[src/rtl/switch_cfg.svh]
`ifndef SWITCH_CFG_SVH
`define SWITCH_CFG_SVH

// Switch geometry.
`define SW_NUM_PORTS  16
`define SW_DATA_WIDTH 64

// Header field layout.
`define SW_PRIO_WIDTH 3
`define SW_DEST_WIDTH 4 // Also the width of a port index.
`define SW_PRIO_LSB   4
`define SW_DEST_LSB   0

`endif

[src/rtl/switch_arb_pkg.sv]
`default_nettype none

`include "switch_cfg.svh"

package switch_arb_pkg;

    typedef logic [`SW_DEST_WIDTH-1:0] port_idx_t;

    typedef enum logic [1:0] {
        ARB_IDLE,
        ARB_PICK,
        ARB_GRANT
    } arb_state_t;

    // Round-robin successor that wraps at the port count.
    function automatic port_idx_t rr_next(input port_idx_t p);
        return port_idx_t'(p + 1'b1);
    endfunction

endpackage

`default_nettype wire

[src/rtl/switch_hdr_pkg.sv]
`default_nettype none

`include "switch_cfg.svh"

package switch_hdr_pkg;

    typedef logic [`SW_PRIO_WIDTH-1:0] prio_t;
    typedef logic [`SW_DEST_WIDTH-1:0] dest_t;
    typedef logic [`SW_DATA_WIDTH-1:0] word_t;

    // Field extraction from a header word.
    function automatic prio_t hdr_prio(input word_t w);
        return w[`SW_PRIO_LSB +: `SW_PRIO_WIDTH];
    endfunction

    function automatic dest_t hdr_dest(input word_t w);
        return w[`SW_DEST_LSB +: `SW_DEST_WIDTH];
    endfunction

endpackage

`default_nettype wire

[src/rtl/packet_forwarder.sv]
`timescale 1ns/1ps
`default_nettype none

`include "switch_cfg.svh"

module packet_forwarder (
    input  wire                                            clk,
    input  wire                                            rst,
    input  wire switch_hdr_pkg::word_t [`SW_NUM_PORTS-1:0] data_in,
    input  wire [`SW_NUM_PORTS-1:0]                        ready,
    input  wire [`SW_NUM_PORTS-1:0]                        eop,
    input  wire switch_arb_pkg::port_idx_t                 select,
    input  wire                                            grant_valid,
    input  wire switch_hdr_pkg::dest_t [`SW_NUM_PORTS-1:0] des_port_out,
    output switch_hdr_pkg::word_t                          out_data,
    output logic                                           out_valid,
    output logic                                           out_last,
    output switch_hdr_pkg::dest_t                          out_dest
);

    switch_hdr_pkg::word_t sel_word;
    switch_hdr_pkg::dest_t sel_dest;
    logic                  sel_eop;
    logic                  beat;

    // Granted port mux.
    assign sel_word = data_in[select];
    assign sel_dest = des_port_out[select];
    assign sel_eop  = eop[select];

    assign beat = grant_valid && ready[select]; // Gaps on ready just skip a cycle.

    always_ff @(posedge clk) begin
        if (rst) begin
            out_valid <= 1'b0;
            out_last  <= 1'b0;
        end else begin
            out_valid <= beat;
            out_last  <= beat && sel_eop;
        end
    end

    always_ff @(posedge clk) begin
        if (beat) begin
            out_data <= sel_word;
            out_dest <= sel_dest;
        end
    end

    a_last_valid: assert property (
        @(posedge clk) disable iff (rst) out_last |-> out_valid
    ) else $error("packet_forwarder: out_last without out_valid");

endmodule

`default_nettype wire

[src/rtl/priority_arbiter.sv]
`timescale 1ns/1ps
`default_nettype none

`include "switch_cfg.svh"

module priority_arbiter (
    input  wire                                           clk,
    input  wire                                           rst,
    input  wire switch_hdr_pkg::prio_t [`SW_NUM_PORTS-1:0] priority_out,
    input  wire [`SW_NUM_PORTS-1:0]                       req_mask,
    input  wire                                           snap_valid,
    output switch_arb_pkg::port_idx_t                     select,
    output logic                                          grant_valid
);

    switch_arb_pkg::arb_state_t state;
    switch_arb_pkg::port_idx_t  rr_ptr;
    switch_arb_pkg::port_idx_t  pick;
    switch_hdr_pkg::prio_t      max_prio;

    // Highest priority among requesting ports.
    always_comb begin : find_max
        int i;
        max_prio = '0;
        for (i = 0; i < `SW_NUM_PORTS; i++) begin
            if (req_mask[i] && (priority_out[i] > max_prio)) begin
                max_prio = priority_out[i];
            end
        end
    end

    // First requester at max_prio when scanning up from the pointer.
    always_comb begin : find_winner
        int k;
        logic found;
        switch_arb_pkg::port_idx_t idx;
        found = 1'b0;
        pick  = rr_ptr;
        for (k = 0; k < `SW_NUM_PORTS; k++) begin
            idx = switch_arb_pkg::port_idx_t'(rr_ptr + k); // Wraps at 16.
            if (!found && req_mask[idx] && (priority_out[idx] == max_prio)) begin
                pick  = idx;
                found = 1'b1;
            end
        end
    end

    always_ff @(posedge clk) begin
        if (rst) begin
            state  <= switch_arb_pkg::ARB_IDLE;
            rr_ptr <= '0;
            select <= '0;
        end else begin
            case (state)
                switch_arb_pkg::ARB_IDLE: begin
                    if (snap_valid) begin
                        state <= switch_arb_pkg::ARB_PICK;
                    end
                end
                switch_arb_pkg::ARB_PICK: begin
                    if (snap_valid) begin
                        select <= pick;
                        state  <= switch_arb_pkg::ARB_GRANT;
                    end else begin
                        state <= switch_arb_pkg::ARB_IDLE;
                    end
                end
                switch_arb_pkg::ARB_GRANT: begin
                    // Move past the winner once the snapshot is released.
                    if (!snap_valid) begin
                        rr_ptr <= switch_arb_pkg::rr_next(select);
                        state  <= switch_arb_pkg::ARB_IDLE;
                    end
                end
                default: begin
                    state <= switch_arb_pkg::ARB_IDLE;
                end
            endcase
        end
    end

    assign grant_valid = (state == switch_arb_pkg::ARB_GRANT) && snap_valid;

    a_select_stable: assert property (
        @(posedge clk) disable iff (rst) grant_valid ##1 grant_valid |-> $stable(select)
    ) else $error("priority_arbiter: select changed during grant");

    // Winner must come from the captured ready set.
    a_select_requested: assert property (
        @(posedge clk) disable iff (rst) grant_valid |-> req_mask[select]
    ) else $error("priority_arbiter: granted port was not requesting");

endmodule

`default_nettype wire

[src/rtl/priority_decoder.sv]
`timescale 1ns/1ps
`default_nettype none

`include "switch_cfg.svh"

module priority_decoder (
    input  wire                                                clk,
    input  wire                                                rst,
    input  wire switch_hdr_pkg::word_t [`SW_NUM_PORTS-1:0]     priority_decoder_in,
    input  wire [`SW_NUM_PORTS-1:0]                            ready,
    input  wire [`SW_NUM_PORTS-1:0]                            eop,
    input  wire switch_arb_pkg::port_idx_t                     select,
    output switch_hdr_pkg::prio_t [`SW_NUM_PORTS-1:0]          priority_out,
    output switch_hdr_pkg::prio_t [`SW_NUM_PORTS-1:0]          pre_priority_out,
    output switch_hdr_pkg::dest_t [`SW_NUM_PORTS-1:0]          des_port_out,
    output logic [`SW_NUM_PORTS-1:0]                           req_mask,
    output logic                                               snap_valid
);

    switch_hdr_pkg::prio_t [`SW_NUM_PORTS-1:0] live_prio;
    switch_hdr_pkg::dest_t [`SW_NUM_PORTS-1:0] live_dest;
    logic capture;
    logic release_snap;

    always_comb begin
        for (int i = 0; i < `SW_NUM_PORTS; i++) begin
            live_prio[i] = switch_hdr_pkg::hdr_prio(priority_decoder_in[i]);
            live_dest[i] = switch_hdr_pkg::hdr_dest(priority_decoder_in[i]);
        end
    end

    assign pre_priority_out = live_prio; // Unregistered view.

    assign capture      = (|ready) && !snap_valid;
    assign release_snap = snap_valid && eop[select];

    always_ff @(posedge clk) begin
        if (rst) begin
            snap_valid   <= 1'b0;
            priority_out <= '0;
        end else if (capture) begin
            snap_valid   <= 1'b1;
            priority_out <= live_prio;
        end else if (release_snap) begin
            snap_valid   <= 1'b0;
            priority_out <= '0; // Zero between packets.
        end
    end

    // Destinations and mask only change on capture.
    always_ff @(posedge clk) begin
        if (capture) begin
            des_port_out <= live_dest;
            req_mask     <= ready;
        end
    end

    // A held snapshot always has at least one requester.
    a_mask_nonzero: assert property (
        @(posedge clk) disable iff (rst) snap_valid |-> (|req_mask)
    ) else $error("priority_decoder: empty request mask while holding");

endmodule

`default_nettype wire

[src/rtl/switch_arbiter_top.sv]
`timescale 1ns/1ps
`default_nettype none

`include "switch_cfg.svh"

module switch_arbiter_top (
    input  wire                                            clk,
    input  wire                                            rst,
    input  wire switch_hdr_pkg::word_t [`SW_NUM_PORTS-1:0] data_in,
    input  wire [`SW_NUM_PORTS-1:0]                        ready,
    input  wire [`SW_NUM_PORTS-1:0]                        eop,
    output switch_hdr_pkg::word_t                          out_data,
    output logic                                           out_valid,
    output logic                                           out_last,
    output switch_hdr_pkg::dest_t                          out_dest,
    output switch_hdr_pkg::prio_t [`SW_NUM_PORTS-1:0]      pre_priority_out,
    output switch_hdr_pkg::prio_t [`SW_NUM_PORTS-1:0]      priority_out,
    output switch_arb_pkg::port_idx_t                      select,
    output logic                                           grant_valid
);

    switch_hdr_pkg::dest_t [`SW_NUM_PORTS-1:0] des_port_out;
    logic [`SW_NUM_PORTS-1:0]                  req_mask;
    logic                                      snap_valid;

    // Header fields come from the same bus as the data.
    priority_decoder u_decoder (
        .clk                 (clk),
        .rst                 (rst),
        .priority_decoder_in (data_in),
        .ready               (ready),
        .eop                 (eop),
        .select              (select),
        .priority_out        (priority_out),
        .pre_priority_out    (pre_priority_out),
        .des_port_out        (des_port_out),
        .req_mask            (req_mask),
        .snap_valid          (snap_valid)
    );

    priority_arbiter u_arbiter (
        .clk          (clk),
        .rst          (rst),
        .priority_out (priority_out),
        .req_mask     (req_mask),
        .snap_valid   (snap_valid),
        .select       (select),
        .grant_valid  (grant_valid)
    );

    packet_forwarder u_forwarder (
        .clk          (clk),
        .rst          (rst),
        .data_in      (data_in),
        .ready        (ready),
        .eop          (eop),
        .select       (select),
        .grant_valid  (grant_valid),
        .des_port_out (des_port_out),
        .out_data     (out_data),
        .out_valid    (out_valid),
        .out_last     (out_last),
        .out_dest     (out_dest)
    );

endmodule

`default_nettype wire

[config.mk]
export PLATFORM = sky130hd
export DESIGN_NAME = switch_arbiter_top
export DESIGN_NICKNAME = d
export VERILOG_FILES = /design/src/rtl/switch_arb_pkg.sv /design/src/rtl/switch_hdr_pkg.sv /design/src/rtl/packet_forwarder.sv /design/src/rtl/priority_arbiter.sv /design/src/rtl/priority_decoder.sv /design/src/rtl/switch_arbiter_top.sv
export VERILOG_INCLUDE_DIRS = /design/src /design/src/rtl
export SDC_FILE = /design/constraint.sdc
export NUM_CORES = 1
export LEC_CHECK = 0
export BUFFER_PORTS_ARGS = -buffer_cell sky130_fd_sc_hd__clkbuf_2
export CORE_AREA = 5 5 471 473
export CTS_CLUSTER_SIZE = 25
export DETAILED_ROUTE_END_ITERATION = 6
export DIE_AREA = 0 0 476 478
export PLACE_DENSITY_LB_ADDON = 0.05
export SYNTH_ARGS = -nofsm -noshare
export SYNTH_HDL_FRONTEND = slang
export SYNTH_SLANG_ARGS = --single-unit
export TNS_END_PERCENT = 50
[constraint.sdc]
create_clock -name clk -period 62.6 [get_ports clk]
set_clock_uncertainty 0.1 [all_clocks]
set_input_delay 3.13 -clock clk [delete_from_list [all_inputs] [get_ports clk]]
set_output_delay 3.13 -clock clk [all_outputs]
set_load 0.05 [all_outputs]
==> impl_metrics.env, run 1 <==
export IMPL_status="completed"
export IMPL_gr_usage_all_layers_pct=19.3
export IMPL_ys_top_cells_by_area="mux4_2 42%, edfxtp_1 20%, dfxtp_1 5.5%"
export IMPL_wl_per_cell_microns=39.0
export IMPL_dpl_hpwl_mm=202
export IMPL_finalCriticalPeriod_ps=26930
export IMPL_syn_num_nets=2881
export IMPL_tns_ps=0
export IMPL_p_leak_nw=12.6
export IMPL_die_width_microns=476
export IMPL_cts_sinks=209
export IMPL_cts_root_buffer="clkbuf_16"
export IMPL_cpPeakStageDelay_ps=810
export IMPL_crit_fanout=19
export IMPL_max_cap_violations=0
export IMPL_drt_iter0_markers=2027
export IMPL_period_share_pct=43.0
export IMPL_crit_path_start_kind="flip-flop"
export IMPL_rows=171
export IMPL_boundaryPins=1229
export IMPL_multi_input_area_sq_um=15500
export IMPL_netlist_area_leader_share_pct=41.7
export IMPL_reg2regPathDepth=115
export IMPL_worstMarginPinSlew_ps=1050
export IMPL_synthFlopType="edfxtp_1"
export IMPL_finalWeightedCongestion=0.942
export IMPL_critPathSlowestCell="or2_1"
export IMPL_grt_pass1_vias=24600
export IMPL_synth_top_area_cell="mux4_2"
export IMPL_peakVddDrop_mv=0.0227
export IMPL_fmax_mhz=37.1
export IMPL_power_density_nw_per_um2=26.9
export IMPL_cts_setup_buffers=0
export IMPL_design_core_area_sq_um=217000
export IMPL_rsz0062_at_grt="false"
export IMPL_cts_htree_levels=2
export IMPL_netlist_instances=1794
export IMPL_synth_area_sq_um=22300
export IMPL_synth_edff_count=148
export IMPL_crit_start="u_decoder.priority_out[2]"
export IMPL_timing_rr_start="u_decoder.priority_out[2]"
export IMPL_synth_avg_cell_area_sq_um=12.4
export IMPL_initial_core_util_pct=10.3
export IMPL_synth_distinct_cells=102
export IMPL_design_die_area_sq_um=228000
export IMPL_cp_end_kind="flip-flop"
export IMPL_wl_mm=228
export IMPL_setup_viol=0
export IMPL_relSlewSlack_pct=29.7
export IMPL_grt_pass1_wl_mm=284
export IMPL_route_vias_total=23700
export IMPL_clock_latency_ps=640
export IMPL_ant_nets=0
export IMPL_async_reset_ff_share_pct=0
export IMPL_r2r_setup_slack_ps=35670
export IMPL_drive_above_1_share_pct=62.4
export IMPL_place_inst=5730
export IMPL_criticalPathCategory="flip-flop to flip-flop"
export IMPL_worstReg2RegEnd="u_arbiter.select[2]"
export IMPL_drc=0
export IMPL_required_ps=62950
export IMPL_postCtsHoldBufs=0
export IMPL_antenna_found_initial=184
export IMPL_hp_class="flip-flop to flip-flop"
export IMPL_syn2layout_area_growth_pct=47.9
export IMPL_clk_path_buf_depth=3
export IMPL_ys_ff_latch=209
export IMPL_cts_tree="yes"
export IMPL_grt_max_degree=66
export IMPL_nFillCells=24500
export IMPL_critical_path_endpoint="u_arbiter.select[2]"
export IMPL_seqCellArea_sq_um=5690
export IMPL_gr_total_overflow=0
export IMPL_vias_per_cell=4.06
export IMPL_first_pass_iters=7
export IMPL_nets=4002
export IMPL_hold_viol=0
export IMPL_yosysWarnings=0
export IMPL_path_clk_slew_ps=60
export IMPL_io_buffers=1228
export IMPL_crit_path_frequent_cell="nor2_1"
export IMPL_ctsResizeCount=0
export IMPL_die_y_microns=478
export IMPL_cts_buffers=37
export IMPL_stdcell_count=5842
export IMPL_slew_violations=0
export IMPL_yosysSeqAreaShare_pct=25.4
export IMPL_crit_arrival_ps=27280
==> synthesized netlist by cell type (all sizes together) (23+ instances only) <==
master / count
mux4: 413
edfxtp: 148
nor2: 136
clkbuf: 109
buf: 101
nand2: 100
dfxtp: 61
mux2i: 56
a22oi: 55
o21ai: 55
inv: 50
a21oi: 47
nor3: 31
nand3: 30
ha: 29
or3: 23
==> worst min-delay path by stage <==
stage                                             to                  startpoint  cells past startpoint
final                     u_decoder.priority_out[37]  u_decoder.priority_out[37]                      2
after global placement            u_arbiter.state[0]          u_arbiter.state[1]                      1
after detailed placement  u_decoder.priority_out[37]  u_decoder.priority_out[37]                      2
after global routing              u_arbiter.state[0]          u_arbiter.state[1]                      1
after CTS                 u_decoder.priority_out[37]  u_decoder.priority_out[37]                      2
after floorplan                   u_arbiter.state[0]          u_arbiter.state[1]                      1
==> cell families after synthesis <==
group,after synthesis,share of synthesized area (%)
and+or+nand+nor,440,10.1
adders and majority gates,36,1.95
DFF,209,25.4
buffers and inverters,261,5.39
xor gates and xnor gates,26,1.05
AOI/OAI and AO/OA,334,10.9
muxes,488,45.2
==> critical path: cells and delay by family (launching register included) <==
family,cells,cell delay [ps]
compound gates,49,10510
xor+xnor,1,210
fa+ha+maj,17,5040
buf+inv,1,120
flops,1,470
mux,4,1570
simple gates,43,8690
==> layer usage <==
metal  track usage (%)  part of all wire, %  vias to the layer above
met1              23.5                   40                    12300
li1                  -                    -                     9798
met2              33.8                   50                     1188
met5                 0                 0.24                        -
met3              5.53                  7.8                      314
met4              3.61                  2.3                       88
==> placed cells by master, fill, tap and decap left out, types with 23 or more instances in the layout <==
cell type,n
clkbuf_2,1228
mux4_2,413
edfxtp_1,148
nor2_1,134
nand2_1,99
buf_4,64
mux2i_1,56
a22oi_1,55
dfxtp_1,55
o21ai_0,52
inv_1,46
a21oi_1,46
diode_2,45
clkbuf_16,38
nand3_1,30
nor3_1,28
ha_1,28
or3_1,23
==> through the flow <==
stage | worst slack (ps) | util [%] | hold slack (ps) | power, mW | area (sq um)
floorplan | 39710 | - | 369 | 0.465 | 22300
global placement | 35490 | 14.6 | 445 | 0.674 | 31600
detailed placement | 35710 | 14.6 | 445 | 0.667 | 31600
CTS | 35580 | 15.2 | 466 | 0.906 | 32900
global route | 33480 | 15.2 | 484 | 0.939 | 32900
finish | 35670 | 15.2 | 457 | 0.887 | 33000
==> sequential cells by signal, summed over array words and instances (netlist names) <==
name and flops:
u_decoder.des_port_out 64, u_forwarder.out_data 64, u_decoder.priority_out 48, u_decoder.req_mask 16, u_arbiter.rr_ptr 4, u_arbiter.select 4
u_forwarder.out_dest 4, u_arbiter.state 2, u_decoder.snap_valid 1, u_forwarder.out_last 1, u_forwarder.out_valid 1
==> final cells by class <==
| type | count | share of cell area (%) |
|---|---|---|
| Multi-Input combinational cell | 1324 | 46.9 |
| Timing Repair Buffer | 1292 | 20.1 |
| Sequential cell | 209 | 17.2 |
| Tap cell | 2854 | 10.8 |
| Clock buffer | 45 | 3.02 |
| Clock inverter | 22 | 0.964 |
| Inverter | 51 | 0.588 |
| Antenna cell | 45 | 0.341 |
==> where the power goes <==
group | switching (mW) | internal, mW | total, mW
registers | 0.0153 | 0.159 | 0.175
clock network | 0.0921 | 0.136 | 0.228
logic | 0.296 | 0.188 | 0.484
total | 0.403 | 0.484 | 0.887
Note: power is estimated with default switching activity, not from simulation.
==> run 2, diff against run 1 <==
==> constraint.sdc (replaced) <==
create_clock -name clk -period 23.9 [get_ports clk]
set_clock_uncertainty 0.1 [all_clocks]
set_input_delay 1.195 -clock clk [delete_from_list [all_inputs] [get_ports clk]]
set_output_delay 1.195 -clock clk [all_outputs]
set_load 0.05 [all_outputs]
==> impl_metrics.env, run 2 (same netlist as run 1, synthesis figures left out) <==
export IMPL_peakVddDrop_mv=0.0457
export IMPL_hp_class="flip-flop to flip-flop"
export IMPL_finalCriticalPeriod_ps=22420
export IMPL_path_clk_slew_ps=70
export IMPL_drt_iter0_markers=1719
export IMPL_die_width_microns=476
export IMPL_cts_htree_levels=2
export IMPL_grt_max_degree=67
export IMPL_fmax_mhz=44.6
export IMPL_cts_tree="yes"
export IMPL_first_pass_iters=5
export IMPL_required_ps=24270
export IMPL_criticalPathCategory="flip-flop to flip-flop"
export IMPL_seqCellArea_sq_um=5690
export IMPL_design_die_area_sq_um=228000
export IMPL_grt_pass1_vias=24700
export IMPL_fin_ws_ps=1480
export IMPL_clock_latency_ps=620
export IMPL_wl_per_cell_microns=38.2
export IMPL_cpPeakStageDelay_ps=610
export IMPL_p_leak_nw=13.2
export IMPL_boundaryPins=1229
export IMPL_vias_per_cell=4.05
export IMPL_preCtsSetupSlack_ps=-592
export IMPL_power_density_nw_per_um2=74.0
export IMPL_setup_viol=0
export IMPL_period_share_pct=93.8
export IMPL_grt_pass1_wl_mm=282
export IMPL_critPathSlowestCell="a2111oi_0"
export IMPL_wl_mm=228
export IMPL_worstMarginPinSlew_ps=1010
export IMPL_initial_core_util_pct=10.3
export IMPL_crit_path_start_kind="flip-flop"
export IMPL_nets=4103
export IMPL_gr_usage_all_layers_pct=19.2
export IMPL_cts_buffers=35
export IMPL_multi_input_area_sq_um=16000
export IMPL_timing_rr_start="u_decoder.req_mask[0]"
export IMPL_layout_commonest_cell="clkbuf_2"
export IMPL_place_area_sq_um=32300
export IMPL_drive_above_1_share_pct=66.2
export IMPL_worstReg2RegEnd="u_arbiter.select[1]"
export IMPL_dpl_hpwl_mm=201
export IMPL_rows=171
export IMPL_route_vias_total=24100
export IMPL_syn2layout_area_growth_pct=53.5
export IMPL_design_core_area_sq_um=217000
export IMPL_hold_start="u_arbiter.state[0]"
export IMPL_io_buffers=1228
export IMPL_slew_violations=0
export IMPL_nFillCells=24500
export IMPL_crit_path_frequent_cell="ha_1"
export IMPL_relSlewSlack_pct=32.8
export IMPL_antenna_found_initial=185
export IMPL_crit_arrival_ps=22780
export IMPL_crit_fanout=8
export IMPL_gr_total_overflow=0
export IMPL_final_cell_mix="1228 x clkbuf_2, 413 x mux4_2, 158 x buf_4"
export IMPL_stdcell_area_sq_um=34200
export IMPL_cp_end_kind="flip-flop"
export IMPL_clk_path_buf_depth=3
export IMPL_hold_depth=2
export IMPL_die_y_microns=478
export IMPL_min_to="u_arbiter.state[1]"
export IMPL_postCtsHoldBufs=0
export IMPL_r2r_setup_slack_ps=1480
export IMPL_finalWeightedCongestion=0.943
export IMPL_ant_nets=0
export IMPL_hold_viol=0
export IMPL_max_cap_violations=0
export IMPL_cts_root_buffer="clkbuf_16"
export IMPL_reg2regPathDepth=123
export IMPL_drc=0
export IMPL_status="completed"
export IMPL_reg_top3="u_decoder.des_port_out x64, u_forwarder.out_data x64, u_decoder.priority_out x48"
export IMPL_cts_sinks=209
-- run 2: worst max path at each step --
stage / from / endpoint / depth (start not counted) / slack (ps)
2_1_floorplan: u_decoder.priority_out[2] / u_arbiter.select[1] / 120 / 1010
3_3_place_gp: u_decoder.req_mask[0] / u_arbiter.select[2] / 119 / -470
3_5_place_dp: u_decoder.req_mask[0] / u_arbiter.select[2] / 119 / -590
4_1_cts: u_decoder.req_mask[0] / u_arbiter.select[1] / 122 / 3
5_1_grt: u_decoder.req_mask[0] / u_arbiter.select[0] / 123 / -30
6_report: u_decoder.req_mask[0] / u_arbiter.select[1] / 123 / 1480
-- run 2: through the flow --
step	std cells	hold slack (ps)	utilization, %	TNS [ps]	total power [mW]
3_5_place_dp	5813	425	14.9	-1930	1.90
5_1_grt	5931	504	15.8	-54.4	2.68
6_report	5961	450	15.8	0	2.53
3_3_place_gp	5813	437	14.9	-1420	1.93
2_1_floorplan	1794	369	-	0	1.22
4_1_cts	5878	433	15.4	0	2.47
-- run 2: layer usage --
layer  vias to the layer above  track usage, %  share of wire [%]
li1                      10000               -                  -
met1                     12400            22.7                 39
met2                      1243            32.5                 49
met3                       352            6.96                8.8
met4                       106            5.63                3.4
met5                         -               0               0.37
-- run 2: where the power goes --
group          total (mW)  internal [mW]  switching [mW]  leakage, nW
clock               0.522          0.288           0.234        0.525
combinational        1.56          0.691           0.866         10.7
sequential          0.454          0.417          0.0369         1.92
total                2.53           1.40            1.14         13.2
-- run 2: layout make-up --
| class | instances | share of cell area (%) |
|---|---|---|
| Multi-Input combinational cell | 1324 | 46.8 |
| Clock inverter | 21 | 0.552 |
| Antenna cell | 64 | 0.468 |
| Tap cell | 2854 | 10.4 |
| Timing Repair Buffer | 1395 | 21.9 |
| Inverter | 51 | 0.567 |
| Sequential cell | 209 | 16.6 |
| Clock buffer | 43 | 2.68 |
-- run 2: worst max-delay path: cells and delay by family (launching register included) --
| kind | cells | cell delay (ps) |
|---|---|---|
| fa+ha+maj | 17 | 4640 |
| mux | 4 | 1380 |
| simple gates | 47 | 6980 |
| compound gates | 48 | 7730 |
| flops | 1 | 430 |
| buf+inv | 7 | 1030 |
-- run 2: repair_timing --
action | 4_1_cts | 5_1_grt
gates cloned | 0 | 1
setup buffers | 1 | 18
resized for setup | 9 | 122
endpoints found under the setup margin | 4 | 4
pin swaps | 1 | 47
